$ cat src/verilog/udp_cmd_pkg.sv
package udp_cmd_pkg;

    // board identity
    localparam logic [47:0] LOCAL_MAC = 48'h00_0A_35_01_FE_C0;
    localparam logic [31:0] LOCAL_IP = 32'hC0_A8_00_02;
    localparam logic [15:0] LOCAL_PORT = 16'd8080;

    // header field values
    localparam logic [15:0] ETHERTYPE_IPV4 = 16'h0800;
    localparam logic [7:0] IP_PROTO_UDP = 8'd17;

    // 14 ethernet + 20 ip + 8 udp
    localparam int HDR_BYTES = 42;
    localparam int CMD_BYTES = 12;

    localparam int LEN_W = 11;
    localparam int FIFO_DEPTH = 2048;
    localparam int FIFO_AW = 11;

    // one received frame, payload length only
    typedef struct packed {
        logic [LEN_W-1:0] len;
    } rx_frame_t;

    // device command, first payload byte at the top
    typedef struct packed {
        logic [7:0] dev_info;
        logic [7:0] dev_kind;
        logic [7:0] dev_smpr;
        logic [7:0] cmd_kdev;
        logic [7:0] cmd_smpr;
        logic [7:0] cmd_filt;
        logic [7:0] cmd_mix0;
        logic [7:0] cmd_mix1;
        logic [7:0] cmd_reg4;
        logic [7:0] cmd_reg5;
        logic [7:0] cmd_reg6;
        logic [7:0] cmd_reg7;
    } udp_cmd_t;

endpackage
$ cat src/verilog/cmd_unpack.sv
`timescale 1ns/1ps

module cmd_unpack (
    input  logic                   sys_clk,
    input  logic                   rst,
    input  logic                   start,
    input  udp_cmd_pkg::rx_frame_t job,
    input  logic [7:0]             rd_data,
    output logic                   rd_en,
    output logic                   done,
    output logic                   cmd_valid,
    output udp_cmd_pkg::udp_cmd_t  cmd,
    output logic                   len_err
);

    logic reading;
    logic [udp_cmd_pkg::LEN_W-1:0] len_q;
    logic [udp_cmd_pkg::LEN_W-1:0] rd_cnt;
    // index of the byte arriving on rd_data
    logic [udp_cmd_pkg::LEN_W-1:0] idx_d;
    logic rd_last;
    logic valid_d;
    logic last_d;
    logic fin;
    logic [0:udp_cmd_pkg::CMD_BYTES-1][7:0] cmd_bytes;

    assign rd_en = reading;
    assign rd_last = reading && (rd_cnt == len_q - 1'b1);

    always_ff @(posedge sys_clk or posedge rst) begin
        if (rst) begin
            reading <= 1'b0;
            rd_cnt <= '0;
            valid_d <= 1'b0;
            last_d <= 1'b0;
            fin <= 1'b0;
        end else begin
            if (start) begin
                reading <= 1'b1;
                rd_cnt <= '0;
            end else if (reading) begin
                rd_cnt <= rd_cnt + 1'b1;
                if (rd_last) begin
                    reading <= 1'b0;
                end
            end
            valid_d <= rd_en;
            last_d <= rd_last;
            // last byte lands in cmd_bytes on this same edge
            fin <= valid_d && last_d;
        end
    end

    always_ff @(posedge sys_clk) begin
        idx_d <= rd_cnt;
        if (start) begin
            len_q <= job.len;
            // unused fields read as zero
            cmd_bytes <= '0;
        end else if (valid_d && idx_d < udp_cmd_pkg::CMD_BYTES) begin
            cmd_bytes[idx_d[3:0]] <= rd_data;
        end
    end

    assign cmd = udp_cmd_pkg::udp_cmd_t'(cmd_bytes);
    assign len_err = (len_q != udp_cmd_pkg::LEN_W'(udp_cmd_pkg::CMD_BYTES));
    assign cmd_valid = fin;
    assign done = fin;

endmodule

$ cat config.mk
export PLATFORM = sky130hd
export DESIGN_NAME = cmd_unpack
export DESIGN_NICKNAME = d
export VERILOG_FILES = /design/src/verilog/udp_cmd_pkg.sv /design/src/verilog/cmd_unpack.sv
export SDC_FILE = /design/constraint.sdc
export NUM_CORES = 1
export LEC_CHECK = 0
export CAP_MARGIN = 30
export CORE_AREA = 2 2 92 94
export DETAILED_ROUTE_END_ITERATION = 8
export DIE_AREA = 0 0 94 96
export DONT_BUFFER_PORTS = 1
export PLACE_DENSITY = 0.79
export SLEW_MARGIN = 20
export SYNTH_ARGS = -nofsm -noshare
export SYNTH_HDL_FRONTEND = slang
export SYNTH_SLANG_ARGS = --single-unit
$ cat constraint.sdc
create_clock -name sys_clk -period 3.4 [get_ports sys_clk]
set_input_delay 0.68 -clock sys_clk [delete_from_list [all_inputs] [get_ports sys_clk]]
set_output_delay 0.68 -clock sys_clk [all_outputs]
set_load 0.01 [all_outputs]
After elaboration in Yosys (flattened, before gate mapping)
Cells that the tools add are included.
{"block": "classes", "add_sub_neg": 2, "n_lt_le_gt_ge": 3, "eq_ne": 2, "muxes": 8, "bitwise_logic": 1, "n_reduce_logical": 5}
{"operator": "bitwise mux 96 bit", "count": 1}
{"operator": "demux 8 bit (select 4 bit)", "count": 1}
{"operator": "2-to-1 mux 11 bit", "count": 2}
{"operator": "adder 11 x 1 -> 11 bit, second input constant", "count": 1}
{"operator": "equality test 11 bit", "count": 1}
{"operator": "less-than comparator 11 x 4 -> 1 bit, second input constant", "count": 1}
{"operator": "inequality test 11 x 4 -> 1 bit, second input constant", "count": 1}
{"operator": "subtractor 11 x 1 -> 11 bit, second input constant", "count": 1}
{"operator": "2-to-1 mux 8 bit", "count": 1}
{"operator": "greater-or-equal comparator 5 bit, second input constant", "count": 1}
{"operator": "less-than comparator 5 x 1 -> 1 bit, second input constant", "count": 1}
{"operator": "inverter 4 -> 5 bit", "count": 1}
{"operator": "logical AND 1 bit", "count": 4}
{"operator": "2-to-1 mux 1 bit", "count": 3}
{"operator": "nonzero test 2 bit", "count": 1}
{"block": "totals", "register_bits": 133, "input_bits": 22, "out_inout_bits": 100, "wordCells": 40}

Longest topological paths before layout
{"block": "logic_depth", "word_depth": 6, "ltp_mapped": 9}

Worst setup path after synthesis
Ideal clock, no wire load.
{"block": "synth_timing", "path_type": "reg-to-reg", "startpoint": "reg len_q[5] in the netlist's numbering", "endpoint": "reg reading (netlist: rd_en)", "setup_time_ns": 0.118, "t_arrival_ns": 1.918, "required_ns": 3.282, "setup_slack_ns": 1.364, "stages_incl_launch_ff": 7, "n_path_buf": 0, "synth_period_minus_slack_ns": 2.036, "cell_sequence": "edfxtp_1 > or4_4 > a221oi_2 > nand4_1 > nor4_1 > o2111ai_1 > a21o_1"}
{"block": "synth_via", "elab_chain_len": 6}
{"item": "start, declared", "line_no": "cmd_unpack.sv:17", "text": "logic [udp_cmd_pkg::LEN_W-1:0] len_q;"}
{"item": "start signal, assigned", "line_no": "cmd_unpack.sv:57", "text": "len_q <= job.len;"}
{"item": "subtractor 11 x 1 -> 11 bit", "line_no": "cmd_unpack.sv:28", "text": "assign rd_last = reading && (rd_cnt == len_q - 1'b1);"}
{"item": "equality test 11 bit", "line_no": "cmd_unpack.sv:28"}
{"item": "logical AND 1 bit", "line_no": "cmd_unpack.sv:28"}
{"item": "2-to-1 mux 1 bit", "line_no": "cmd_unpack.sv:43", "text": "if (rd_last) begin"}
{"item": "2-to-1 mux 1 bit", "line_no": "cmd_unpack.sv:41", "text": "end else if (reading) begin"}
{"item": "2-to-1 mux 1 bit", "line_no": "cmd_unpack.sv:38", "text": "if (start) begin"}
{"item": "end signal, assigned", "line_no": "cmd_unpack.sv:32", "text": "reading <= 1'b0;"}
{"item": "end signal, assigned", "line_no": "cmd_unpack.sv:39", "text": "reading <= 1'b1;"}
{"item": "end signal, assigned", "line_no": "cmd_unpack.sv:44", "text": "reading <= 1'b0;"}
{"item": "end, declared", "line_no": "cmd_unpack.sv:16", "text": "logic reading;"}
Every way passes these cells.
A chain may end at the register's enable or synchronous reset.

Final worst setup path
{"block": "layout_timing", "startpoint": "reg len_q[0] in the netlist's numbering", "endpoint": "out len_err"}
{"block": "layout_via", "elab_chain_len": 1}
{"item": "inequality test 11 x 4 -> 1 bit", "line_no": "cmd_unpack.sv:66", "text": "assign len_err = (len_q != udp_cmd_pkg::LEN_W'(udp_cmd_pkg::CMD_BYTES));"}
{"item": "end, declared", "line_no": "cmd_unpack.sv:13", "text": "output logic len_err"}
Every way passes these cells.

==> reports/qor.yml <==
placement:
  dp_hpwl_um: 7374
  detailed_place.area_um2: 5116
  gp_congestion: 0.8480
  port_buffer_cells: 0
power_and_ir_drop:
  ir_worst_vdd_uv: 599.8
  cell_internal_pwr_mw: 2.761
  power.net_switching_mw: 0.8116
  power.leakage_nw: 2.372
  swShare_pct: 22.72
  total_power_mw: 3.573
  share_of_total_power_in_sequential_cells_pct: 47.4
  cellPowerDensity_nw_per_um2: 629.0
  comb_power_share_pct: 4.5
  clkPwrFrac_pct: 48.0
critical_path:
  cp_max_fanout: 8
  cp.arrival_ns: 1.94
  crit_path_end_kind: "output port"
  worstSetupPathType: "flop to output port"
  worstRegToRegCells: 7
  setup.worst_path.start_class: "flop"
  worst-endpoint-required_ns: 2.72
logic_synthesis:
  post_synth_inst_count: 513
  netlist_top_cells_area: "dfxtp_1, mux2i_1, dfrtp_1, edfxtp_1, nor2_1"
  postSynth.topFlopCell: "dfxtp_1"
  synth-seq-area-share_pct: 55.95
  postSynthRegisterBits: 133
  post_synth_instance_area_um2: 5090
  ys_warn_count: 0
  synth_fp_nets: 537
  synth-edff-count: 11
  yosys.cell_types.count: 48
  synth_largest_type_area_fraction_pct: 42.08
  synth_async_sr_flop_share_pct: 11.28
  postSynthAreaPerCell_um2: 9.922
  synth_largest_area_cell: "dfxtp_1"
global_routing:
  grt_pass1_vias: 3349
  globalRoute.totalOverflow: 0
  grt_use_total_pct: 25.38
  grt_antenna_before_repair: 0
  grt_start_max_net_pins: 120
  grt_pass1_wl_um: 17210
floorplanning:
  num_io_pins: 122
  number_of_cell_rows: 33
  fp.dieW_um: 94
  dieHeight_um: 96
  coreArea_um2: 8051
  design.die.area_um2: 9024
  floorplan.initialDensity_pct: 63.22
clock_network:
  h_tree_levels: 4
  cts_hold_repair.buffers: 0
  clock_tree.root_cell: "clkbuf_8"
  clock_insertion_delay_worst_skew_ns: 0.51
  cts_tree: "built"
  clock-sinks: 133
  clkSlewWorstSetupHoldPaths_ns: 0.06
  ctsLongestPathBuffers: 2
  cts.repair.resized: 0
  numCtsBuffers: 17
  post_cts_buffers: 0
timing:
  final-hold-violation-count: 0
  maximum_achievable_frequency_ghz: 0.3820
  clock-skew-final_ns: 0.007744
  fin_crit_ns: 2.618
  setup_violations: 0
  post-route-period-util_pct: 76.99
  rsz_0062_raised_after_global_routing: "false"
  worst_slew_pin_slew_ns: 0.7385
  timing.slew.headroom_pct: 50.67
  slew_viol_final: 0
  timing.setup.tns_ns: 0
layout:
  drive_gt1_share_pct: 8.382
  register_area_um2: 2848
  final_net_count: 524
  final_design_area_no_fill_um2: 5680
  area_of_the_multi_input_gates_um2: 2077
  antenna_cells: 0
  layout-area-overhead-vs-synth_pct: 11.60
  final_core_utilization_pct: 70.55
  fillers: 599
run_status:
  outcome: "completed"
min_path:
  holdCritPathClass: "primary input to asynchronous set/reset pin"
job:
  number_of_max_cap_violations: 0
detailed_routing:
  drtIter0Drc: 247
  routedWlPerCell_um: 18.40
  total_routed_length_um: 11370
  antenna_violating_nets_post_route: 0
  detail_route.first_pass.iterations: 5
  route.vias.total: 3660
  final_routed_drc_violation_total: 0
  number_of_vias_per_cell: 5.922
-- through the flow --
step / std cells / setup WS (ns) / hold slack (ns)
final: 618 / 0.7822 / 0.1109
after global routing: 618 / 0.7034 / 0.1456
after CTS: 618 / 0.7583 / 0.1202
after detailed placement: 586 / 1.156 / 0.4610
after global placement: 586 / 1.248 / 0.4637
after floorplan: 513 / 1.364 / 0.3454
-- synthesized netlist by cell type (all sizes together), types with 2 or more instances --
master,count
nor4,3
dfxtp,107
xnor2,10
nand4,4
o21ai,2
inv,6
nor2b,2
o31ai,2
nor4b,2
mux2i,67
nand3,40
xor2,10
dfrtp,15
buf,6
a21oi,36
clkbuf,31
or4,2
nor3b,4
nand2,45
or3,2
edfxtp,11
nor2,82
nor3,5
ha,2
-- logic make-up after synthesis --
kind of cell               synth area share (%)
buffers and inverters                     3.343
xor gates and xnor gates                  3.441
and+or+nand+nor                           18.14
adders and majority gates                0.4916
DFF                                       55.95
muxes                                     13.18
AOI/OAI and AO/OA                         5.457
-- area by class of cell --
class | instances | share of cell area [%]
Clock buffer | 20 | 7.665
Sequential cell | 133 | 50.13
Timing Repair Buffer | 5 | 0.6608
Inverter | 6 | 0.3965
Clock inverter | 12 | 2.269
Tap cell | 105 | 2.313
Multi-Input combinational cell | 337 | 36.56
-- cells in the final DEF, fill, tap and decap left out, types with 2 or more instances in the layout --
cell type	instances
dfxtp_1	107
nand4_1	4
clkbuf_1	2
inv_1	6
o31ai_1	2
ha_1	2
bufinv_16	2
mux2i_1	67
clkbuf_8	2
clkinvlp_4	4
edfxtp_1	11
nand2_1	44
nor4b_1	2
nand3_1	39
nor4_1	3
clkinv_2	3
nor2b_1	2
dfrtp_1	15
or3_1	2
o21ai_0	2
nor3_1	4
buf_4	5
a21oi_1	36
nor2_1	81
xor2_1	10
xnor2_1	10
nor3b_1	3
clkbuf_16	16
-- critical path, stage by stage (launching register included) --
cell      delay, ns
edfxtp_1       0.46
inv_1          0.13
ha_1           0.35
nor4bb_1       0.31
nand3_1        0.18
-- state kept, by name, indices dropped and copies added, names as in the netlist --
register and count:
idx_d 11, cmd_valid 1, last_d 1, rd_cnt 11
valid_d 1, rd_en 1, len_q 11, cmd 96
-- worst paths after layout --
kind	start	to	slack, ns
max	len_q[0]	len_err	0.78
min reg2reg	rd_cnt[10]	idx_d[10]	0.47
max in group asynchronous	rst	rd_cnt[0]	2.91
min in group sys_clk	start	cmd[42]	0.24
min	rst	cmd_valid	0.11
max reg2reg	idx_d[5]	cmd[75]	1.16
-- power by group through the flow --
stage / clock, mW / combinational, mW / sequential [mW]
finish: 1.72 / 0.161 / 1.69
global route: 1.82 / 0.180 / 1.70
CTS: 1.73 / 0.161 / 1.69
detailed placement: 0 / 0.158 / 1.73
global placement: 0 / 0.152 / 1.73
floorplan: 0 / 0.167 / 1.71
-- metal layers --
metal  track usage, %  vias to the layer above  wire (um)
li1                 -                     1718          -
met1            32.44                     1761       4573
met2            39.11                      165       5455
met3            9.789                       16       1165
met4            9.903                        0        177
met5                0                        -          0
Power figures use the tool's default switching activity.
