**config.mk**
```make
export PLATFORM = sky130hd
export DESIGN_NAME = rx_sequencer
export DESIGN_NICKNAME = d
export VERILOG_FILES = /design/src/verilog/udp_cmd_pkg.sv /design/src/verilog/rx_sequencer.sv
export SDC_FILE = /design/constraint.sdc
export NUM_CORES = 1
export LEC_CHECK = 0
export BUFFER_PORTS_ARGS = -buffer_cell sky130_fd_sc_hd__buf_2
export CAP_MARGIN = 40
export CORE_AREA = 3 3 40 42
export CTS_CLUSTER_DIAMETER = 60
export DETAILED_ROUTE_END_ITERATION = 8
export DIE_AREA = 0 0 43 45
export GPL_TIMING_DRIVEN = 0
export HOLD_SLACK_MARGIN = 0.12
export PLACE_DENSITY_LB_ADDON = 0.3
export SLEW_MARGIN = 0
export SYNTH_ARGS = -nofsm -noshare
export SYNTH_HDL_FRONTEND = slang
export SYNTH_SLANG_ARGS = --single-unit
export TNS_END_PERCENT = 30
```
**constraint.sdc**
```tcl
create_clock -name sys_clk -period 2.63 [get_ports sys_clk]
set_input_delay 0.263 -clock sys_clk [delete_from_list [all_inputs] [get_ports sys_clk]]
set_output_delay 0.263 -clock sys_clk [all_outputs]
set_load 0.01 [all_outputs]
```
**src/verilog/udp_cmd_pkg.sv**
```systemverilog
package udp_cmd_pkg;

    // board identity
    localparam logic [47:0] LOCAL_MAC = 48'h00_0A_35_01_FE_C0;
    localparam logic [31:0] LOCAL_IP = 32'hC0_A8_00_02;
    localparam logic [15:0] LOCAL_PORT = 16'd8080;

    // header field values
    localparam logic [15:0] ETHERTYPE_IPV4 = 16'h0800;
    localparam logic [7:0] IP_PROTO_UDP = 8'd17;

    // 14 ethernet + 20 ip + 8 udp
    localparam int HDR_BYTES = 42;
    localparam int CMD_BYTES = 12;

    localparam int LEN_W = 11;
    localparam int FIFO_DEPTH = 2048;
    localparam int FIFO_AW = 11;

    // one received frame, payload length only
    typedef struct packed {
        logic [LEN_W-1:0] len;
    } rx_frame_t;

    // device command, first payload byte at the top
    typedef struct packed {
        logic [7:0] dev_info;
        logic [7:0] dev_kind;
        logic [7:0] dev_smpr;
        logic [7:0] cmd_kdev;
        logic [7:0] cmd_smpr;
        logic [7:0] cmd_filt;
        logic [7:0] cmd_mix0;
        logic [7:0] cmd_mix1;
        logic [7:0] cmd_reg4;
        logic [7:0] cmd_reg5;
        logic [7:0] cmd_reg6;
        logic [7:0] cmd_reg7;
    } udp_cmd_t;

endpackage
```
**src/verilog/rx_sequencer.sv**
```systemverilog
`timescale 1ns/1ps

module rx_sequencer (
    input  logic                   sys_clk,
    input  logic                   rst,
    input  logic                   rx_done,
    input  udp_cmd_pkg::rx_frame_t rx_frame,
    input  logic                   done,
    output logic                   busy,
    output logic                   start,
    output udp_cmd_pkg::rx_frame_t job
);

    typedef enum logic [1:0] {
        IDLE,
        START,
        WAIT
    } state_t;

    state_t state;

    always_ff @(posedge sys_clk or posedge rst) begin
        if (rst) begin
            state <= IDLE;
        end else begin
            case (state)
                IDLE: begin
                    if (rx_done) begin
                        state <= START;
                    end
                end
                START: state <= WAIT;
                WAIT: begin
                    if (done) begin
                        state <= IDLE;
                    end
                end
                default: state <= IDLE;
            endcase
        end
    end

    always_ff @(posedge sys_clk) begin
        if (state == IDLE && rx_done) begin
            job <= rx_frame;
        end
    end

    // fifo holds one frame at a time, keep udp_rx out until it is drained
    assign busy = (state != IDLE);
    assign start = (state == START);

endmodule

```
# After elaboration in Yosys (flattened, before gate mapping)
# Cells that the tools add are included.
# W data, S select, Z words.
[word_totals] inputBits=15 wordCells=13 out_inout_bits=13 register_bits=13
[op_classes] n_eq_ne=4 muxes=3 n_reduce_logical=4
[op_table] operator="$pmux W2 S3" count=1
[op_table] operator="$mux W2" count=2
[op_table] operator="$ne A2 B2 Y1 const B" count=2
[op_table] operator="$eq A2 B1 Y1 const B" count=1
[op_table] operator="$eq A2 B2 Y1 const B" count=1
[op_table] operator="$logic_not A2 Y1" count=1
[op_table] operator="$reduce_and A2 Y1" count=1
[op_table] operator="$reduce_bool A2 Y1" count=1
[op_table] operator="$logic_and A1 B1 Y1" count=1

# Depth between registers and ports, before layout
# Gate-level depths: netlist (run 1).
[logic_depth] depth_word=3 ltp_mapped=2 mapped_depth_nobuf=2

# Worst setup path before layout (run 1)
# OpenSTA, ideal clock, no wires.
[synth_path] kind="register to register" from="register state[0]" to="register job[0] (netlist name), enable pin" path_buffers=0 required_time_ns=2.252 stages_incl_launch_ff=3 setup_ns=0.378 arrival_time_ns=1.137 period_less_slack_ns=1.516 setup_slack_ns=1.114 path_cell_list="dfrtp_1 or2_4 nor2_1"
[synth_via] elab_chain_len=2
[synth_lines] element="from (decl)" line_no="rx_sequencer.sv:20" rtl="state_t state;"
[synth_lines] element="from (signal assigned)" line_no="rx_sequencer.sv:24" rtl="state <= IDLE;"
[synth_lines] element="from (signal assigned)" line_no="rx_sequencer.sv:29" rtl="state <= START;"
[synth_lines] element="from (signal assigned)" line_no="rx_sequencer.sv:32" rtl="START: state <= WAIT;"
[synth_lines] element="$logic_not A2 Y1" line_no="rx_sequencer.sv:44" rtl="if (state == IDLE && rx_done) begin"
[synth_lines] element="$logic_and A1 B1 Y1" line_no="rx_sequencer.sv:44"
[synth_lines] element="to (signal assigned)" line_no="rx_sequencer.sv:45" rtl="job <= rx_frame;"
[synth_lines] element="to (decl)" line_no="rx_sequencer.sv:11" rtl="output udp_cmd_pkg::rx_frame_t job"
# Every way passes these cells.
# A chain may end at the register's enable or synchronous reset.

# Worst setup path in the final report (run 1)
[layout_path] from="register state[0]" to="register job[9] (netlist name), enable pin"
# Same word-level chain as after synthesis.

==> metrics.txt, run 1 <==
cell taking the most area after synthesis edfxtp_1; Mean Syn Cell Area 20.2 µm²; Hold EP job[10]; critical path cell sequence or2_4 > nor2_1; DRC viols 0; total grt overflow 0; share of layout cells above drive strength 1 0.585; Post-CTS Repair Setup Buffers 0; clock root buffer master clkbuf_4; CTS Sinks 13; # resized after CTS 0; worst endpoint data arrival time 1.55 ns; flops & latches, synth 13; maximum vdd drop 0.361 mV; drt via density 3.97; via count 270; Pwr Density 874 nW/µm²; synth warn 0; Max Buffers Root-to-Sink 2; slew margin rel. 0.437; final worst clock skew 0.00219 ns; Die ar. 1940 µm²; Pwr Total 0.537 mW; fin nets 69; number of diodes 0; Buffers & Inverters on Critical Path 0; row count 13; P&R area growth vs syn 44.8%; final WL 768 µm; Synth Area in Compound Gates 0; Clk Latency, worst-skew pair 0.26 ns; Synth Net Count 36; clock slew at reported path FFs 0.07 ns; Adder-Cell Fraction of Synth Area 0; Slew Viols, Final 0; Hold Buf Count CTS 1; antenna viol nets, final 0; CTS buffer count 3; Pleak 0.282 nW; critical path startpoint category flop; largest family of logic cells by synthesized area simple AND/OR/NAND/NOR gates; die width 43 µm; post-synthesis mux area share 0; cell family with the largest share of critical-path delay simple AND/OR/NAND/NOR gates; vias in the first global route 250; DR iter-0 viols 1; Max-Cap Viols 0; Final TNS setup 0 ns; io pins 28; R2R Path Start state[0]; Worst Max-Slew Pin Slew 0.841 ns; worst hold start rx_frame[10]; WL/cell 11.3 µm; CP max stage delay 0.64 ns; Post-Synth XOR/XNOR Area 0; Worst Hold Depth 1; Final min period 1.66 ns; Initial Util 0.330; Yosys cell types 8; final hold vios 0; slowest stage cell on the critical path nor2_1; Mapped Cells 21; RR Endpoint job[9]; FF-to-FF setup slack 0.97 ns; DRT Pass-1 Iters 2; first-pass GRT wire length 1170 µm; Area after DPL 578 µm²; unrepaired setup endpoints after global routing false; Worst EP required 2.53 ns; synth top area cells edfxtp_1 (78%), dfrtp_1 (12%), or2_4 (2.1%); Port-buffer cells 27; period utilisation layout 0.631; GR Util All Layers 0.0902; Worst Setup End Kind flop; Die H 45 µm; final setup vio count 0; upper clock frequency limit 603 MHz; Seq/Total Area, Yosys 0.897; status finished clean; Hold WS 0.167 ns; Hold Path Class input pin to flop; pin count of the biggest net entering global routing 12; area share of the largest cell type after synthesis 0.779; Core ar. 1280 µm²; final instance area 614 µm²; CTS tree yes; Syn Std Cell Area 424 µm²; post-synthesis simple-gate area fraction 0.0855; Max Fanout on Critical Path 11; CP Class flop to flop; initial antenna violation count 0; routability cong. 0.693; R2R cell count 2; H-tree level count 1
[final cells by class]
class                      instances  area [µm²]
timing repair buffer              28         145
multi-input combinational          6        36.3
sequential                        13         380
clock buffer                       4        26.3
fill                             125         671
tap                               15        18.8
inverter                           2        7.51
[layer usage]
| metal | wire length, µm | part of all wire | global-route usage | vias to the layer above |
|---|---|---|---|---|
| li1 | - | - | - | 140 |
| met1 | 266 | 0.35 | 0.0925 | 120 |
| met2 | 439 | 0.57 | 0.156 | 10 |
| met3 | 62 | 0.081 | 0.0478 | 0 |
| met4 | 0 | 0 | 0.0361 | 0 |
| met5 | 0 | 0 | 0 | - |
[worst max-delay path by stage]
stage                     endpoint  cells after the start     start
after global placement      job[5]                      2  state[0]
after global routing        job[5]                      2  state[0]
after floorplan             job[0]                      2  state[0]
after CTS                   job[6]                      2  state[0]
after detailed placement    job[5]                      2  state[0]
final                       job[9]                      2  state[0]
[logic make-up (layout without fill, tap and decap cells)]
logic type / count (synthesis) / count (layout)
DFF: 13 / 13
buffers and inverters: 2 / 34
and+or+nand+nor: 6 / 6
[cells in the mapped netlist]
library cell and instances:
edfxtp_1 11, dfrtp_1 2, inv_1 2, nor2_1 2
nor2b_1 1, nor3b_1 1, or2_1 1, or2_4 1
[power by group]
group / total [mW] / switching, mW / internal (mW)
Combinational: 0.129 / 0.0708 / 0.0578
Clock: 0.117 / 0.0579 / 0.0586
Sequential: 0.292 / 0.0131 / 0.279
Total: 0.537 / 0.142 / 0.395
[sequential cells by signal, summed over array words and instances, names as in the netlist]
| name | count |
|---|---|
| state | 2 |
| job | 11 |
[layout by cell type (no fill, tap or decap), drive strengths merged]
| master | n |
|---|---|
| buf | 27 |
| edfxtp | 11 |
| clkbuf | 4 |
| inv | 2 |
| nor2 | 2 |
| dfrtp | 2 |
| or2 | 2 |
| nor2b | 1 |
| nor3b | 1 |
| dlygate4sd3 | 1 |
[metrics by stage]
step,std cells,setup slack [ns],utilization
after floorplan,21,1.11,-
after global placement,63,0.961,0.450
after detailed placement,63,0.940,0.450
after CTS,68,0.931,0.478
after global routing,68,0.847,0.478
final,68,0.972,0.478
Power figures use the tool's default switching activity.
==> run 2: changes to the inputs <==
clock period = 1.4 ns   (was 2.63 ns; I/O delays follow)
==> run 2 against run 1 <==
Compared with the run above:
- die area is the same
- combinational power grew 120%
- critical path type unchanged
- final cell count grew 16%
- worst hold slack lost 0.031 ns
- count of clock-buffer cells in the layout is the same
- clock skew shrank 0.0014 ns
- highest routed layer unchanged
- sequential share of layout area shrank 9.9 points
- critical endpoint is now job[2]
- first-iteration DRC count is the same
- setup slack lost 0.84 ns
- largest cell class unchanged
- critical path depth is the same
- via count grew 17%
==> metrics.txt, run 2 (same netlist as run 1, synthesis figures left out) <==
Die ar. 1940 µm²; Worst Setup End Kind flop; via count 315; Slew Viols, Final 0; status finished clean; DRC viols 0; share of layout cells above drive strength 1 0.500; Max Buffers Root-to-Sink 2; GR Util All Layers 0.107; WL/cell 12.3 µm; CTS Sinks 13; Max-Cap Viols 0; most flop-heavy register job; Port-buffer cells 27; CTS buffer count 3; drt via density 3.99; Clk Latency, worst-skew pair 0.27 ns; most common cell after layout, fill and taps aside buf_2; Worst Max-Slew Pin Slew 0.318 ns; FILL cells 126; Core ar. 1280 µm²; final WL 974 µm; Largest register FFs 11; worst endpoint data arrival time 1.21 ns; H-tree level count 1; Final TNS setup 0 ns; final setup vio count 0; Post-Place Setup Slack -0.0505 ns; first-pass GRT wire length 1410 µm; setup slack after layout 0.135 ns; number of diodes 0; Initial Util 0.330; row count 13; upper clock frequency limit 790 MHz; routability cong. 0.540; CP Class flop to flop; Pwr Density 1440 nW/µm²; DR iter-0 viols 1; DRT Pass-1 Iters 4; Pleak 0.329 nW; critical path startpoint category flop; Worst EP required 1.34 ns; P&R area growth vs syn 72.6%; final worst clock skew 0.000804 ns; vias in the first global route 316; Max Fanout on Critical Path 11; non-filler cells, final 79; Hold Path Class input pin to flop; slew margin rel. 0.787; Die H 45 µm; Placed Cells 63; Pwr Total 1.05 mW; die width 43 µm; io pins 28; clock root buffer master clkbuf_4; antenna viol nets, final 0; Post-DP HPWL 575 µm; final hold vios 0; period utilisation layout 0.904; clock slew at reported path FFs 0.07 ns; unrepaired setup endpoints after global routing false; top flop regs job: 11 flops, state: 2 flops; CTS tree yes; Hold WS 0.136 ns; Final min period 1.27 ns; pin count of the biggest net entering global routing 12; commonest cells after routing, fill and taps aside buf_2 (27), dlygate4sd3_1 (12), edfxtp_1 (11), clkbuf_4 (3); fin nets 80; maximum vdd drop 0.707 mV; initial antenna violation count 0; total grt overflow 0
==> run 2: changes by cell type in the layout (fill, tap and decap cells not counted), sizes merged <==
cell,delta
dlygate4sd3,+11
==> run 2: layer usage <==
metal,GRT usage,wire length (µm),vias up
met5,0,0,-
met4,0.0542,0,0
met3,0.0319,77,0
met2,0.225,582,12
met1,0.0874,314,143
li1,-,-,160
==> run 2: final timing paths <==
| check | slack [ns] | cells past startpoint | from | to |
|---|---|---|---|---|
| max | 0.13 | 2 | state[0] | job[2] |
| min | 0.14 | 3 | rx_done | state[0] |
| max reg2reg | 0.13 | 2 | state[0] | job[2] |
| min reg2reg | 0.59 | 2 | state[1] | state[0] |
| max in group asynchronous | 1.04 | 3 | rst | state[0] |
| min in group asynchronous | 0.26 | 3 | rst | state[1] |
==> run 2: repair_timing <==
item,4_1_cts,5_1_grt
buffers inserted,0,0
hold buffers,12,0
gates resized for setup,1,0
endpoints found under the setup margin,11,0
endpoints found under the hold margin,13,0
==> run 2: power by group <==
group	switching (mW)	leakage [nW]	total [mW]	internal (mW)
clock network	0.112	0.0150	0.222	0.110
registers	0.0269	0.129	0.550	0.523
logic	0.145	0.185	0.279	0.133
total	0.285	0.329	1.05	0.766
==> run 2: critical path, cell delays in order (launching register included) <==
cell and delay, ns:
dfrtp_1 0.40, or2_4 0.28, nor2_4 0.27
==> run 2: per-stage QoR <==
stage                     cell area, µm²   util
after CTS                            732  0.570
after global routing                 732  0.570
after floorplan                      427      -
after global placement               581  0.452
after detailed placement             581  0.452
final                                732  0.570
==> run 2: layout make-up <==
type / count / area [µm²] / area share
clock buffer: 4 / 26.3 / 0.0359
inverter: 2 / 7.51 / 0.0103
multi-input combinational: 6 / 43.8 / 0.0598
sequential: 13 / 380 / 0.520
tap: 15 / 18.8 / 0.0256
timing repair buffer: 39 / 255 / 0.349
