## src/verilog/udp_cmd_pkg.sv

```systemverilog
package udp_cmd_pkg;

    // board identity
    localparam logic [47:0] LOCAL_MAC = 48'h00_0A_35_01_FE_C0;
    localparam logic [31:0] LOCAL_IP = 32'hC0_A8_00_02;
    localparam logic [15:0] LOCAL_PORT = 16'd8080;

    // header field values
    localparam logic [15:0] ETHERTYPE_IPV4 = 16'h0800;
    localparam logic [7:0] IP_PROTO_UDP = 8'd17;

    // 14 ethernet + 20 ip + 8 udp
    localparam int HDR_BYTES = 42;
    localparam int CMD_BYTES = 12;

    localparam int LEN_W = 11;
    localparam int FIFO_DEPTH = 2048;
    localparam int FIFO_AW = 11;

    // one received frame, payload length only
    typedef struct packed {
        logic [LEN_W-1:0] len;
    } rx_frame_t;

    // device command, first payload byte at the top
    typedef struct packed {
        logic [7:0] dev_info;
        logic [7:0] dev_kind;
        logic [7:0] dev_smpr;
        logic [7:0] cmd_kdev;
        logic [7:0] cmd_smpr;
        logic [7:0] cmd_filt;
        logic [7:0] cmd_mix0;
        logic [7:0] cmd_mix1;
        logic [7:0] cmd_reg4;
        logic [7:0] cmd_reg5;
        logic [7:0] cmd_reg6;
        logic [7:0] cmd_reg7;
    } udp_cmd_t;

endpackage
```

## src/verilog/udp_rx.sv

```systemverilog
`timescale 1ns/1ps

module udp_rx (
    input  logic                   sys_clk,
    input  logic                   rst,
    input  logic                   mac_rxdv,
    input  logic [7:0]             mac_rxd,
    input  logic                   busy,
    output logic                   wr_en,
    output logic [7:0]             wr_data,
    output logic                   flush,
    output logic                   rx_done,
    output udp_cmd_pkg::rx_frame_t rx_frame,
    output logic [15:0]            drop_count
);

    // position of the byte on mac_rxd, zero between frames
    logic [udp_cmd_pkg::LEN_W:0] pos;
    logic rxdv_d;
    logic ignore;
    logic reject;
    logic mac_loc_bad;
    logic mac_bc_bad;
    logic [15:0] udp_len;
    logic [udp_cmd_pkg::LEN_W-1:0] pay_len;
    logic [udp_cmd_pkg::LEN_W-1:0] wr_cnt;
    logic [7:0] mac_loc_byte;
    logic [7:0] hdr_exp;
    logic hdr_chk;
    logic hdr_ok;
    logic frame_ok;
    logic frame_end;
    logic pay_wr;

    always_comb begin
        case (pos)
            0: mac_loc_byte = udp_cmd_pkg::LOCAL_MAC[47:40];
            1: mac_loc_byte = udp_cmd_pkg::LOCAL_MAC[39:32];
            2: mac_loc_byte = udp_cmd_pkg::LOCAL_MAC[31:24];
            3: mac_loc_byte = udp_cmd_pkg::LOCAL_MAC[23:16];
            4: mac_loc_byte = udp_cmd_pkg::LOCAL_MAC[15:8];
            5: mac_loc_byte = udp_cmd_pkg::LOCAL_MAC[7:0];
            default: mac_loc_byte = 8'h00;
        endcase
    end

    // fixed header bytes that must match exactly
    always_comb begin
        hdr_chk = 1'b1;
        case (pos)
            12: hdr_exp = udp_cmd_pkg::ETHERTYPE_IPV4[15:8];
            13: hdr_exp = udp_cmd_pkg::ETHERTYPE_IPV4[7:0];
            23: hdr_exp = udp_cmd_pkg::IP_PROTO_UDP;
            30: hdr_exp = udp_cmd_pkg::LOCAL_IP[31:24];
            31: hdr_exp = udp_cmd_pkg::LOCAL_IP[23:16];
            32: hdr_exp = udp_cmd_pkg::LOCAL_IP[15:8];
            33: hdr_exp = udp_cmd_pkg::LOCAL_IP[7:0];
            36: hdr_exp = udp_cmd_pkg::LOCAL_PORT[15:8];
            37: hdr_exp = udp_cmd_pkg::LOCAL_PORT[7:0];
            default: begin
                hdr_chk = 1'b0;
                hdr_exp = 8'h00;
            end
        endcase
    end

    // udp length includes its own 8 byte header
    assign pay_len = udp_len[udp_cmd_pkg::LEN_W-1:0] - udp_cmd_pkg::LEN_W'(8);

    // mac matches if either the local or the broadcast compare held
    assign hdr_ok = !reject && !(mac_loc_bad && mac_bc_bad);
    assign frame_ok = !ignore && hdr_ok && (pos >= udp_cmd_pkg::HDR_BYTES);
    assign frame_end = rxdv_d && !mac_rxdv;

    // padding after the declared payload is dropped here
    assign pay_wr = mac_rxdv && (pos >= udp_cmd_pkg::HDR_BYTES) && !ignore && hdr_ok
                    && (wr_cnt != pay_len);

    always_ff @(posedge sys_clk or posedge rst) begin
        if (rst) begin
            pos <= '0;
            rxdv_d <= 1'b0;
            ignore <= 1'b0;
            reject <= 1'b0;
            mac_loc_bad <= 1'b0;
            mac_bc_bad <= 1'b0;
            wr_cnt <= '0;
            wr_en <= 1'b0;
            flush <= 1'b0;
            rx_done <= 1'b0;
            drop_count <= '0;
        end else begin
            rxdv_d <= mac_rxdv;
            wr_en <= pay_wr;
            rx_done <= frame_end && frame_ok && (wr_cnt == pay_len);
            // short frame, throw away what was written
            flush <= frame_end && frame_ok && (wr_cnt != pay_len);

            if (!mac_rxdv) begin
                pos <= '0;
            end else if (pos != '1) begin
                pos <= pos + 1'b1;
            end

            if (mac_rxdv && pos == '0) begin
                // rx_done is the cycle before busy rises
                ignore <= busy || rx_done;
                reject <= 1'b0;
                mac_loc_bad <= (mac_rxd != mac_loc_byte);
                mac_bc_bad <= (mac_rxd != 8'hFF);
                wr_cnt <= '0;
                if (busy || rx_done) begin
                    drop_count <= drop_count + 1'b1;
                end
            end else if (mac_rxdv) begin
                if (pos < 6) begin
                    mac_loc_bad <= mac_loc_bad || (mac_rxd != mac_loc_byte);
                    mac_bc_bad <= mac_bc_bad || (mac_rxd != 8'hFF);
                end
                if (hdr_chk && mac_rxd != hdr_exp) begin
                    reject <= 1'b1;
                end
                // empty or oversized payload
                if (pos == 40 && (udp_len < 16'd9 ||
                        udp_len > 16'(udp_cmd_pkg::FIFO_DEPTH + 7))) begin
                    reject <= 1'b1;
                end
                if (pay_wr) begin
                    wr_cnt <= wr_cnt + 1'b1;
                end
            end
        end
    end

    always_ff @(posedge sys_clk) begin
        wr_data <= mac_rxd;
        if (mac_rxdv && pos == 38) begin
            udp_len[15:8] <= mac_rxd;
        end
        if (mac_rxdv && pos == 39) begin
            udp_len[7:0] <= mac_rxd;
        end
        if (frame_end) begin
            rx_frame.len <= pay_len;
        end
    end

endmodule

```

## config.mk

```make
export PLATFORM = sky130hd
export DESIGN_NAME = udp_rx
export DESIGN_NICKNAME = d
export VERILOG_FILES = /design/src/verilog/udp_cmd_pkg.sv /design/src/verilog/udp_rx.sv
export SDC_FILE = /design/constraint.sdc
export NUM_CORES = 1
export LEC_CHECK = 0
export ABC_AREA = 1
export BUFFER_PORTS_ARGS = -buffer_cell sky130_fd_sc_hd__buf_2
export CAP_MARGIN = 20
export CORE_MARGIN = 2
export CORE_UTILIZATION = 63
export DETAILED_ROUTE_END_ITERATION = 12
export GPL_TIMING_DRIVEN = 0
export PLACE_DENSITY = 0.85
export SETUP_SLACK_MARGIN = 0.3
export SYNTH_ARGS = -nofsm -noshare
export SYNTH_HDL_FRONTEND = slang
export SYNTH_SLANG_ARGS = --single-unit
export TNS_END_PERCENT = 30
```

## constraint.sdc

```tcl
create_clock -name sys_clk -period 3.5 [get_ports sys_clk]
set_input_delay 0.35 -clock sys_clk [delete_from_list [all_inputs] [get_ports sys_clk]]
set_output_delay 0.35 -clock sys_clk [all_outputs]
set_load 0.03 [all_outputs]
```

======== Word-level counts from Yosys, hierarchy flattened ========
Cells that the tools add are included.
storage, ports and cells
  flip-flop bits (word level) ............. 82
  latch bits .............................. 0
  bits in writable memories ............... 0
  ROM bits ................................ 0
  bits of input ports ..................... 12
  word-level logic and storage cells ...... 100
  memories ................................ 0
cells by class
  add/sub/neg operators ................... 4
  $mul .................................... 0
  div/mod/pow operators ................... 0
  order comparisons ....................... 4
  equality and inequality tests ........... 24
  shifts and indexed selects .............. 0
  muxes and demuxes ....................... 18
  bitwise logic cells ..................... 0
  reduce and logical (&&, ||, !) cells .... 35
operators by type and width
  kind                                                                                number
  12-bit by 6-bit == test with 1-bit output (second input constant)                   7
  8-bit one-hot mux with 7 select lines                                               1
  8-bit one-hot mux with 5 select lines                                               1
  12-bit by 5-bit == test with 1-bit output (second input constant)                   3
  11-bit 2-to-1 mux                                                                   3
  12-bit by 2-bit == test with 1-bit output (second input constant)                   2
  12-bit by 3-bit == test with 1-bit output (second input constant)                   2
  12-bit by 4-bit == test with 1-bit output (second input constant)                   2
  12-bit 2-to-1 mux                                                                   2
  1-bit logical AND                                                                   17
  16-bit by 1-bit adder with 16-bit output (second input constant)                    1
  16-bit by 12-bit greater-than comparator with 1-bit output (second input constant)  1
  16-bit by 4-bit less-than comparator with 1-bit output (second input constant)      1
  8-bit != test                                                                       2
  12-bit by 1-bit adder with 12-bit output (second input constant)                    1
  12-bit by 1-bit == test with 1-bit output (second input constant)                   1
  12-bit by 6-bit >= comparator with 1-bit output (second input constant)             1
  12-bit zero test                                                                    1
  12-bit by 3-bit less-than comparator with 1-bit output (second input constant)      1
  12-bit != test (second input constant)                                              1
  11-bit by 1-bit adder with 11-bit output (second input constant)                    1
  11-bit == test                                                                      1
  1-bit 2-to-1 mux                                                                    11
  11-bit != test                                                                      1
  other kinds (9)                                                                     20

======== Longest topological paths before layout ========
Gate-level depths: netlist of the first run.
  depth in word-level cells ............... 8
  depth in mapped cells ................... 15
  mapped depth without buffers ............ 15

======== Worst setup path after synthesis of the first run ========
Ideal clock, no wire load.
  kind .................................... register to register
  from .................................... register pos[8] in the netlist's numbering
  to ...................................... register udp_len[0] (enable)
  setup time .............................. 0.395 ns
  arrival ................................. 1.726 ns
  data required time ...................... 3.105 ns
  path slack .............................. 1.379 ns
  stages on the path, launching flop included .. 6
  buffers on the path ..................... 0
  clock period less this slack ............ 2.121 ns
  path through ............................ dfrtp_1 -> nor2_2 -> nand2_4 -> nor2_2 -> inv_2 -> nor4_1
on the way
  cells in the longest elaborated chain, start to end .. 2
ends and longest elaborated chain
  item                                       RTL line       text
  start, declared                            udp_rx.sv:18   logic [udp_cmd_pkg::LEN_W:0] pos;
  start signal, assigned                     udp_rx.sv:102  pos <= pos + 1'b1;
  12-bit by 6-bit == test with 1-bit output  udp_rx.sv:140  if (mac_rxdv && pos == 39) begin
  1-bit logical AND                          udp_rx.sv:140
  end signal, assigned                       udp_rx.sv:141  udp_len[7:0] <= mac_rxd;
  end, declared                              udp_rx.sv:24   logic [15:0] udp_len;
Every way passes these cells.
A chain may end at the register's enable or synchronous reset.

======== Worst setup path in the final report of the first run ========
  from .................................... register pos[8] in the netlist's numbering
  to ...................................... register wr_cnt[0] in the netlist's numbering
on the way
  cells in the longest elaborated chain, start to end .. 7
  elaborated cells between the ends (all ways) .. 11
ends and longest elaborated chain
  item                                             RTL line       text
  12-bit by 6-bit >= comparator with 1-bit output  udp_rx.sv:76   assign pay_wr = mac_rxdv && (pos >= udp_cmd_pkg::HDR_BYTES) && !ignore && hdr_ok
  1-bit logical AND (3 in a row)                   udp_rx.sv:76
  1-bit logical AND                                udp_rx.sv:77   && (wr_cnt != pay_len);
  2-bit nonzero test (no source line)              n/a
  2-bit AND reduction (no source line)             n/a
  end signal, assigned                             udp_rx.sv:129  wr_cnt <= wr_cnt + 1'b1;
  end, declared                                    udp_rx.sv:26   logic [udp_cmd_pkg::LEN_W-1:0] wr_cnt;
Parallel ways exist; a longest one is shown, timed or not.

==> results.sh, run 1 <==
export IMPL_outcome="completed"
export IMPL_setup_tns_final_ps=0
export IMPL_wl_per_instance_um=14.9
export IMPL_dieHeight_um=86.8
export IMPL_pin_count_of_the_biggest_net_entering_global_routing=34
export IMPL_cp_arrival_ps=2640
export IMPL_timing_hold_worst_endpoint="wr_data[3]"
export IMPL_postSynthCellCount=477
export IMPL_floorplan_die_width_um=86.8
export IMPL_combinational_family_with_the_most_area_after_synthesis="simple AND/OR/NAND/NOR gates"
export IMPL_numClockSinks=82
export IMPL_synthMuxAreaShare=0
export IMPL_netlist_area_um2=4320
export IMPL_total_core_area_um2=6720
export IMPL_switching_share=0.297
export IMPL_layout_filler_cells=486
export IMPL_synth_area_in_compound_gates=0.0758
export IMPL_post_dp_hpwl_um=6810
export IMPL_critical_path_top_delay_family="simple AND/OR/NAND/NOR gates"
export IMPL_max_slew_worst_pin_slew_ps=924
export IMPL_area_growth_syn_to_layout_pct=13.5
export IMPL_start_util=0.644
export IMPL_switchingPower_uw=611
export IMPL_leakagePower_uw=0.00225
export IMPL_antenna_left=0
export IMPL_startpoint_type="flip-flop"
export IMPL_postPlaceCellArea_um2=4700
export IMPL_final_cycle_utilization_of_the_critical_path=0.684
export IMPL_num_vias=3610
export IMPL_crit_reg2reg_capture="wr_cnt[0]"
export IMPL_area_occupied_by_multi_input_gates_um2=1900
export IMPL_finalNetCount=559
export IMPL_clock_latency_ps=350
export IMPL_pwr_density_cell_nw_per_um2=419
export IMPL_max_vdd_ir_drop_mv=0.230
export IMPL_clockPowerShare=0.335
export IMPL_overflow=0
export IMPL_worst_hold_startpoint="mac_rxd[3]"
export IMPL_pwr_share_seq=0.523
export IMPL_yosysTopAreaCellShare=0.272
export IMPL_rrSetupSlack_ps=1110
export IMPL_synth_seq_area_share=0.497
export IMPL_drv_slew=0
export IMPL_p_comb_frac=0.141
export IMPL_crit_slowest_cell="sky130_fd_sc_hd__dfrtp_1"
export IMPL_synth_warnings=0
export IMPL_design_die_area_um2=7540
export IMPL_final_seq_area_um2=2150
export IMPL_syn_area_per_cell_um2=9.07
export IMPL_drc=0
export IMPL_worst_path_buf_inv=1
export IMPL_groute_usage_overall=0.262
export IMPL_internal_power_summed_over_all_cells_uw=1450
export IMPL_cts_max_level=3
export IMPL_adder_and_majority_cell_fraction_of_the_synthesized_area=0.0203
export IMPL_worst_setup_path_type="flip-flop to flip-flop"
export IMPL_synthSimpleGateAreaFrac=0.271
export IMPL_cts_root_buffer="sky130_fd_sc_hd__clkbuf_8"
export IMPL_worst_clock_skew_ps=9.11
export IMPL_fmax_mhz=418
export IMPL_hold_class="primary input to flip-flop"
export IMPL_total_inserted_antenna_cells=0
export IMPL_critical_path_cell_chain="nor2_2 -> nand2_4 -> nor2_2 -> inv_2 -> o31ai_1 -> nand3_1 -> nor2_4 -> nand2_4 -> nand2_8 -> o21ai_2"
export IMPL_row_count=30
export IMPL_cts_made_buffers=9
export IMPL_hold_depth=1
export IMPL_worst_path_max_fanout=10
export IMPL_xor_xnor_fraction_of_synth_area=0.0709
export IMPL_worst_setup_hold_path_clk_slew_ps=90
export IMPL_synth_nets=496
export IMPL_cts_post_setup_buffers_inserted=0
export IMPL_yosysMostFrequentCell="sky130_fd_sc_hd__nand2_1"
export IMPL_synth_top_cells_by_area="sky130_fd_sc_hd__dfrtp_1 27%, sky130_fd_sc_hd__edfxtp_1 19%, sky130_fd_sc_hd__nand2_1 7.3%"
export IMPL_worst_path_largest_cell_delay_ps=440
export IMPL_route_detailed_vias_per_inst=5.78
export IMPL_setup_worst_path_end_class="flip-flop"
export IMPL_finalInstanceArea_um2=4910
export IMPL_number_of_drc_markers_after_the_initial_detailed_route_iteration=276
export IMPL_global_route_wire_length_before_repair_um=15500
export IMPL_port_buffers=49
export IMPL_synth_top_cells_by_count="84 x sky130_fd_sc_hd__nand2_1, 62 x sky130_fd_sc_hd__inv_1, 47 x sky130_fd_sc_hd__dfrtp_1, 45 x sky130_fd_sc_hd__nand3_1"
export IMPL_dominantRegCellSynth="sky130_fd_sc_hd__dfrtp_1"
export IMPL_worst_slew_margin_rel=0.379
export IMPL_via_count_of_the_first_global_routing_pass=3479
export IMPL_flop_and_latch_count_out_of_synthesis=82
export IMPL_drv_max_cap_violation_count=0
export IMPL_antenna_found_initial=0
export IMPL_finalHoldViolations=0
export IMPL_routed_wl_um=9300
export IMPL_post_route_min_period_ps=2390
export IMPL_cts_tree="done"
export IMPL_synth_top_cell_by_area="sky130_fd_sc_hd__dfrtp_1"
export IMPL_edff_count_synth=27
export IMPL_grt_setup_unrepaired="false"
export IMPL_gp_congestion=0.896
export IMPL_synth_lib_cells_used_distinct=42
export IMPL_reg2reg_depth=10
export IMPL_critical_path_reg2reg_startpoint="pos[8]"
export IMPL_final_layout_size_suffix_gt1_frac=0.209
export IMPL_num_io_pins=50
export IMPL_clk_path_buf_depth=2
export IMPL_required_ps=3740
export IMPL_timing_final_setup_violations=0
export IMPL_synth_async_sr_flop_share=0.573
export IMPL_drt_pass1_iter_count=5
[worst register-to-register path, cell delays in order (launching register included)]
cell	delay, ps
sky130_fd_sc_hd__dfrtp_1	440
sky130_fd_sc_hd__nor2_2	180
sky130_fd_sc_hd__nand2_4	120
sky130_fd_sc_hd__nor2_2	230
sky130_fd_sc_hd__inv_2	90
sky130_fd_sc_hd__o31ai_1	290
sky130_fd_sc_hd__nand3_1	270
sky130_fd_sc_hd__nor2_4	320
sky130_fd_sc_hd__nand2_4	140
sky130_fd_sc_hd__nand2_8	140
sky130_fd_sc_hd__o21ai_2	70
[final cells by class]
cell class,count,area share
sequential,82,0.438
clock buffer,10,0.0260
timing repair buffer,52,0.0571
inverter,68,0.0530
multi-input combinational,323,0.388
clock inverter,6,0.0138
tap,80,0.0204
buffer,4,0.00434
[sequential cells by signal (all words and copies together), names as in the netlist, 8 cells and up]
name	flops
pos	12
udp_len	16
drop_count	16
wr_data	8
wr_cnt	11
rx_frame	11
[cells in the final DEF (no fill, tap or decap), types with 4 or more instances in the layout]
cell type,count
sky130_fd_sc_hd__inv_1,61
sky130_fd_sc_hd__inv_2,5
sky130_fd_sc_hd__nor4_1,8
sky130_fd_sc_hd__nand2_1,84
sky130_fd_sc_hd__buf_2,52
sky130_fd_sc_hd__xor2_1,29
sky130_fd_sc_hd__edfxtp_1,27
sky130_fd_sc_hd__nand3_2,4
sky130_fd_sc_hd__nor2_2,8
sky130_fd_sc_hd__ha_1,7
sky130_fd_sc_hd__dfrtp_1,47
sky130_fd_sc_hd__nand3_1,45
sky130_fd_sc_hd__o21ai_2,10
sky130_fd_sc_hd__o21ai_0,21
sky130_fd_sc_hd__clkbuf_8,9
sky130_fd_sc_hd__nor3_1,17
sky130_fd_sc_hd__dfxtp_1,8
sky130_fd_sc_hd__nor2_1,29
sky130_fd_sc_hd__a21oi_1,10
sky130_fd_sc_hd__nand4_1,17
sky130_fd_sc_hd__xnor2_1,6
[power by group through the flow]
| stage | logic, uW | registers, uW | clock network (uW) |
|---|---|---|---|
| finish | 290 | 1080 | 690 |
| global route | 317 | 1080 | 736 |
| CTS | 291 | 1080 | 694 |
| detailed placement | 288 | 1100 | 0 |
| global placement | 274 | 1100 | 0 |
| floorplan | 127 | 1160 | 0 |
[layer usage]
layer  wire length [um]  vias up  GRT usage
met5                  0        -          0
met4                214        0      0.107
met3                538       29     0.0543
met2               4720      155      0.439
met1               3830     1699      0.332
li1                   -     1727          -
[worst max path at each step]
stage / start / endpoint / slack [ps] / depth (start not counted)
4_1_cts: pos[8] / wr_cnt[0] / 1110 / 10
2_1_floorplan: pos[8] / udp_len[0] / 1380 / 5
3_3_place_gp: pos[8] / udp_len[8] / 930 / 5
3_5_place_dp: pos[8] / wr_cnt[8] / 1130 / 10
6_report: pos[8] / wr_cnt[0] / 1110 / 10
5_1_grt: pos[7] / wr_cnt[0] / 940 / 10
[through the flow]
| step | power, uW | cells | setup WS (ps) | util | hold slack [ps] |
|---|---|---|---|---|---|
| 3_5_place_dp | 1380 | 608 | 1130 | 0.700 | 327 |
| 3_3_place_gp | 1370 | 606 | 929 | 0.695 | 456 |
| 4_1_cts | 2060 | 625 | 1110 | 0.730 | 161 |
| 2_1_floorplan | 1290 | 477 | 1380 | - | 378 |
| 5_1_grt | 2140 | 625 | 935 | 0.730 | 172 |
| 6_report | 2060 | 625 | 1110 | 0.730 | 179 |
[cells by family after synthesis]
logic type / Yosys count
xor gates and xnor gates: 35
buffers and inverters: 72
AOI/OAI and AO/OA: 51
adders and majority gates: 7
and+or+nand+nor: 230
DFF: 82
[repair_timing]
action,4_1_cts,5_1_grt
hold buffers,1,0
gates resized for setup,0,0
endpoints found under the hold margin,14,0
Note: power is estimated with default switching activity, not from simulation.
==> inputs of run 2 (changes only) <==
- CORE_UTILIZATION: 63 -> 58
- PLACE_DENSITY: 0.85 -> 0.79
- clock period: 3.5 -> 2.39 ns (I/O delays scaled with it)
==> run 2 against run 1 <==
  * Critical path depth down 5
  * Power up 49%
  * Setup slack got worse by 820 ps
  * Flip-flop and latch count stayed put
  * Combinational power grew 58%
  * Critical path type unchanged
  * Largest power group unchanged
==> results.sh, run 2 (synthesis gave the netlist of run 1 again) <==
export IMPL_outcome="completed"
export IMPL_worst_path_max_fanout=8
export IMPL_dieHeight_um=90.3
export IMPL_required_ps=2370
export IMPL_finalInstanceArea_um2=5140
export IMPL_groute_usage_overall=0.243
export IMPL_postPlaceCellArea_um2=4730
export IMPL_num_io_pins=50
export IMPL_layout_cells_non_filler=659
export IMPL_crit_reg2reg_capture="udp_len[10]"
export IMPL_reg2reg_depth=5
export IMPL_total_core_area_um2=7250
export IMPL_grt_setup_unrepaired="true"
export IMPL_via_count_of_the_first_global_routing_pass=3532
export IMPL_wl_per_instance_um=14.5
export IMPL_startpoint="pos[7]"
export IMPL_final_cycle_utilization_of_the_critical_path=0.881
export IMPL_total_inserted_antenna_cells=0
export IMPL_final_critical_path_setup_slack_ps=284
export IMPL_startpoint_type="flip-flop"
export IMPL_final_layout_size_suffix_gt1_frac=0.266
export IMPL_timing_final_setup_violations=0
export IMPL_worst_clock_skew_ps=11.8
export IMPL_final_seq_area_um2=2150
export IMPL_top_regs="drop_count: 16 flops, udp_len: 16 flops, pos: 12 flops"
export IMPL_fmax_mhz=475
export IMPL_port_buffers=49
export IMPL_design_die_area_um2=8160
export IMPL_row_count=31
export IMPL_crit_path_end="udp_len[10]"
export IMPL_cts_root_buffer="sky130_fd_sc_hd__clkbuf_8"
export IMPL_placedCellCount=627
export IMPL_cts_max_level=3
export IMPL_setup_tns_final_ps=0
export IMPL_pwr_density_cell_nw_per_um2=596
export IMPL_number_of_drc_markers_after_the_initial_detailed_route_iteration=217
export IMPL_numClockSinks=82
export IMPL_cp_arrival_ps=2090
export IMPL_worst_setup_timing_slack_at_the_placement_stage_ps=76.3
export IMPL_leakagePower_uw=0.00233
export IMPL_drv_max_cap_violation_count=0
export IMPL_antenna_left=0
export IMPL_rrSetupSlack_ps=280
export IMPL_cts_made_buffers=9
export IMPL_start_util=0.596
export IMPL_max_vdd_ir_drop_mv=0.283
export IMPL_finalNetCount=574
export IMPL_drc=0
export IMPL_mostFrequentLayoutCell="sky130_fd_sc_hd__nand2_1"
export IMPL_clk_path_buf_depth=2
export IMPL_pin_count_of_the_biggest_net_entering_global_routing=28
export IMPL_setup_worst_path_end_class="flip-flop"
export IMPL_fin_total_pwr_uw=3060
export IMPL_hold_class="primary input to flip-flop"
export IMPL_worst_setup_hold_path_clk_slew_ps=80
export IMPL_area_occupied_by_multi_input_gates_um2=1990
export IMPL_finalHoldViolations=0
export IMPL_floorplan_die_width_um=90.3
export IMPL_most_common_layout_cells="80 x sky130_fd_sc_hd__nand2_1, 58 x sky130_fd_sc_hd__inv_1, 51 x sky130_fd_sc_hd__buf_2"
export IMPL_max_slew_worst_pin_slew_ps=986
export IMPL_worst_hold_startpoint="mac_rxd[5]"
export IMPL_area_growth_syn_to_layout_pct=18.8
export IMPL_worst_slew_margin_rel=0.337
export IMPL_routed_wl_um=9560
export IMPL_clock_latency_ps=370
export IMPL_layout_filler_cells=550
export IMPL_post_dp_hpwl_um=6660
export IMPL_worst_setup_path_type="flip-flop to flip-flop"
export IMPL_post_route_min_period_ps=2110
export IMPL_global_route_wire_length_before_repair_um=16000
export IMPL_cts_tree="done"
export IMPL_gp_congestion=0.927
export IMPL_antenna_found_initial=0
export IMPL_route_detailed_vias_per_inst=5.51
export IMPL_drt_pass1_iter_count=6
export IMPL_drv_slew=0
export IMPL_num_vias=3634
export IMPL_overflow=0
export IMPL_critical_path_reg2reg_startpoint="pos[7]"
## run 2: cell count changes in the layout (fill, tap and decap cells not counted), sizes merged
cell	before	now
clkinvlp	2	1
buf	53	67
clkdlybuf4s18	0	1
inv	66	67
## run 2: metal layers
| metal | track usage | wire length, um | share of wire |
|---|---|---|---|
| met5 | 0 | 0 | 0 |
| met4 | 0.103 | 197 | 0.021 |
| met3 | 0.0459 | 532 | 0.056 |
| met2 | 0.411 | 4850 | 0.51 |
| met1 | 0.307 | 3980 | 0.42 |
## run 2: report_power, final
group | total [uW] | internal [uW] | switching [uW] | leakage [uW]
combinational | 458 | 143 | 315 | 0.00130
clock | 1020 | 496 | 525 | 0.000100
sequential | 1580 | 1510 | 70.7 | 0.000930
## run 2: worst min-delay path by stage
stage / endpoint / cells after the start
2_1_floorplan: wr_data[0] / 0
6_report: wr_data[5] / 1
5_1_grt: wr_data[3] / 1
3_5_place_dp: drop_count[10] / 2
3_3_place_gp: wr_data[3] / 1
4_1_cts: wr_data[3] / 1
## run 2: through the flow
stage	hold slack, ps	utilization
floorplan	267	-
global placement	419	0.647
detailed placement	285	0.652
CTS	49.8	0.688
global route	58.8	0.708
finish	52.6	0.708
## run 2: worst max-delay path, cell delays in order (launching register included)
cell	delay [ps]
sky130_fd_sc_hd__dfrtp_1	450
sky130_fd_sc_hd__nor2_4	170
sky130_fd_sc_hd__nand3_1	130
sky130_fd_sc_hd__nor2_4	160
sky130_fd_sc_hd__inv_2	80
sky130_fd_sc_hd__nor4_2	740
## run 2: cell type report
class,instances,area share
Tap cell,99,0.0241
Clock buffer,10,0.0256
Clock inverter,6,0.0127
Buffer,4,0.00414
Multi-Input combinational cell,323,0.387
Inverter,68,0.0507
Timing Repair Buffer,67,0.0775
Sequential cell,82,0.419
## run 2: what timing repair did
| action | in CTS | in global routing |
|---|---|---|
| hold endpoints to repair | 20 | 0 |
| pin swaps | 2 | 4 |
| resized for setup | 4 | 22 |
| hold buffers | 1 | 0 |
| buffers inserted | 5 | 10 |
| endpoints found under the setup margin | 39 | 45 |
==> inputs of run 3 (changes only) <==
--- a/config.mk
+++ b/config.mk
@@ -10,2 +10,3 @@
 export CAP_MARGIN = 20
+export CORE_ASPECT_RATIO = 1.5
 export CORE_MARGIN = 2
==> constraint.sdc (replaced) <==
create_clock -name sys_clk -period 2.39 [get_ports sys_clk]
set_input_delay 0.3585 -clock sys_clk [delete_from_list [all_inputs] [get_ports sys_clk]]
set_output_delay 0.3585 -clock sys_clk [all_outputs]
set_load 0.03 [all_outputs]
==> run 3 against run 2 <==
  * Non-clock buffer count rose by 14
  * Power rose by 3.2%
  * Register-to-register slack barely moved
  * Clock-buffer cell count did not move
  * Setup slack improved by 8.5 ps
  * Die area rose by 0.17%
  * Final cell count rose by 2.3%
  * Critical endpoint is now wr_cnt[0]
  * Flip-flop and latch count did not move
  * Global-route usage rose by 1.9 points
  * Sequential power barely moved
  * Critical path depth rose by 5
==> results.sh, run 3 (synthesis gave the netlist of run 1 again) <==
export IMPL_final_core_util=0.742
export IMPL_route_detailed_vias_per_inst=5.55
export IMPL_worst_path_buf_inv=2
export IMPL_grt_util_met3=0.0495
export IMPL_wl_per_instance_um=15.6
export IMPL_leakagePower_uw=0.00241
export IMPL_worst_path_largest_cell_delay_ps=440
export IMPL_max_slew_worst_pin_slew_ps=963
export IMPL_worst_setup_path_type="flip-flop to flip-flop"
export IMPL_finalNetCount=588
export IMPL_start_util=0.598
export IMPL_numClockSinks=82
export IMPL_outcome="completed"
export IMPL_critical_path_reg2reg_startpoint="pos[6]"
export IMPL_cts_max_level=3
export IMPL_cts_tree="done"
export IMPL_worst_path_max_fanout=4
export IMPL_worst_slew_margin_rel=0.356
export IMPL_groute_usage_overall=0.262
export IMPL_routed_wl_um=10500
export IMPL_clk_path_buf_depth=2
export IMPL_max_vdd_ir_drop_mv=0.518
export IMPL_post_cts_hold_buffer_count=0
export IMPL_cp_depth=10
export IMPL_layout_cells_non_filler=674
export IMPL_finalHoldViolations=0
export IMPL_cts_root_buffer="sky130_fd_sc_hd__clkbuf_8"
export IMPL_via_count_of_the_first_global_routing_pass=3559
export IMPL_setup_worst_path_end_class="flip-flop"
export IMPL_total_inserted_antenna_cells=0
export IMPL_antenna_left=0
export IMPL_startpoint="pos[6]"
export IMPL_worst_clock_skew_ps=15.9
export IMPL_final_layout_size_suffix_gt1_frac=0.310
export IMPL_antenna_found_initial=0
export IMPL_dieHeight_um=110
export IMPL_cpMostUsedCell="sky130_fd_sc_hd__nor2_4"
export IMPL_cp_arrival_ps=2390
export IMPL_critical_path_top_delay_family="simple AND/OR/NAND/NOR gates"
export IMPL_clock_latency_ps=370
export IMPL_required_ps=2690
export IMPL_fin_total_pwr_uw=3160
export IMPL_reg2reg_depth=10
export IMPL_overflow=0
export IMPL_area_growth_syn_to_layout_pct=23.9
export IMPL_timing_final_setup_violations=0
export IMPL_critical_path_cell_chain="nor2_4 -> nand3_1 -> nor2_4 -> inv_2 -> o31ai_2 -> nand3_2 -> nor2_4 -> buf_4 -> nand4_1 -> o21ai_2"
export IMPL_pin_count_of_the_biggest_net_entering_global_routing=26
export IMPL_mostFrequentLayoutCell="sky130_fd_sc_hd__nand2_1"
export IMPL_globalRouteMet1Util=0.291
export IMPL_gr_max_usage_layer="met2"
export IMPL_num_vias=3742
export IMPL_top_regs="drop_count: 16 flops, udp_len: 16 flops, pos: 12 flops"
export IMPL_startpoint_type="flip-flop"
export IMPL_final_cycle_utilization_of_the_critical_path=0.878
export IMPL_most_common_layout_cells="79 x sky130_fd_sc_hd__nand2_1, 55 x sky130_fd_sc_hd__inv_1, 51 x sky130_fd_sc_hd__buf_2"
export IMPL_row_count=38
export IMPL_placedCellCount=628
export IMPL_port_buffers=49
export IMPL_setup_tns_final_ps=0
export IMPL_gp_congestion=0.941
export IMPL_post_dp_hpwl_um=7120
export IMPL_hold_class="primary input to asynchronous set/reset pin"
export IMPL_total_core_area_um2=7230
export IMPL_num_io_pins=50
export IMPL_grt_setup_unrepaired="true"
export IMPL_crit_slowest_cell="sky130_fd_sc_hd__dfrtp_2"
export IMPL_drv_max_cap_violation_count=0
export IMPL_cts_made_buffers=9
export IMPL_floorplan_die_width_um=74.5
export IMPL_worst_setup_hold_path_clk_slew_ps=90
export IMPL_drc=0
export IMPL_pwr_density_cell_nw_per_um2=590
export IMPL_fmax_mhz=477
export IMPL_post_route_min_period_ps=2100
export IMPL_worst_setup_timing_slack_at_the_placement_stage_ps=107
export IMPL_drt_pass1_iter_count=7
export IMPL_drv_slew=0
export IMPL_design_die_area_um2=8180
export IMPL_global_route_wire_length_before_repair_um=16100
export IMPL_gr_usage_met2=0.460
export IMPL_final_critical_path_setup_slack_ps=292
export IMPL_number_of_drc_markers_after_the_initial_detailed_route_iteration=246
[run 3: worst register-to-register path, stage by stage (launching register included)]
cell and delay [ps]:
sky130_fd_sc_hd__dfrtp_2 440, sky130_fd_sc_hd__nor2_4 180, sky130_fd_sc_hd__nand3_1 140, sky130_fd_sc_hd__nor2_4 170, sky130_fd_sc_hd__inv_2 80, sky130_fd_sc_hd__o31ai_2 230, sky130_fd_sc_hd__nand3_2 190, sky130_fd_sc_hd__nor2_4 220
sky130_fd_sc_hd__buf_4 170, sky130_fd_sc_hd__nand4_1 120, sky130_fd_sc_hd__o21ai_2 70
[run 3: area by class of cell]
cell class	count	area, um^2
sequential	82	2150
multi-input combinational	323	2080
fill	542	1870
timing repair buffer	81	499
inverter	68	260
clock buffer	10	128
tap	100	125
clock inverter	6	91.3
buffer	4	27.5
[run 3: report_power, final]
part / internal (uW) / total (uW) / switching [uW]
combinational: 143 / 466 / 323
clock: 590 / 1110 / 524
sequential: 1510 / 1580 / 69.1
total: 2240 / 3160 / 916
[run 3: metrics by stage]
stage,hold WS (ps),instance area (um^2)
6_report,2.80,5360
5_1_grt,43.8,5360
4_1_cts,17.8,5050
3_5_place_dp,420,4730
3_3_place_gp,456,4690
2_1_floorplan,386,4320
[run 3: path summary, 6_finish.rpt]
path / end / slack (ps)
worst max register to register: wr_cnt[0] / 290
worst min register to register: drop_count[15] / 480
min in group sys_clk: wr_data[4] / 170
worst max-delay path: wr_cnt[0] / 290
max in group asynchronous: pos[4] / 1860
worst min-delay path: rx_done / 3
[run 3: timing repair]
item                       4_1_cts  5_1_grt
gates cloned                     0        1
setup endpoints to repair       38       43
buffers inserted                 8       21
pin swaps                        3       17
resized for setup               11       46
[run 3: layer usage]
metal	share of wire	wire [um]
met5	0	0
met4	0.044	464
met3	0.043	457
met2	0.55	5750
met1	0.37	3870
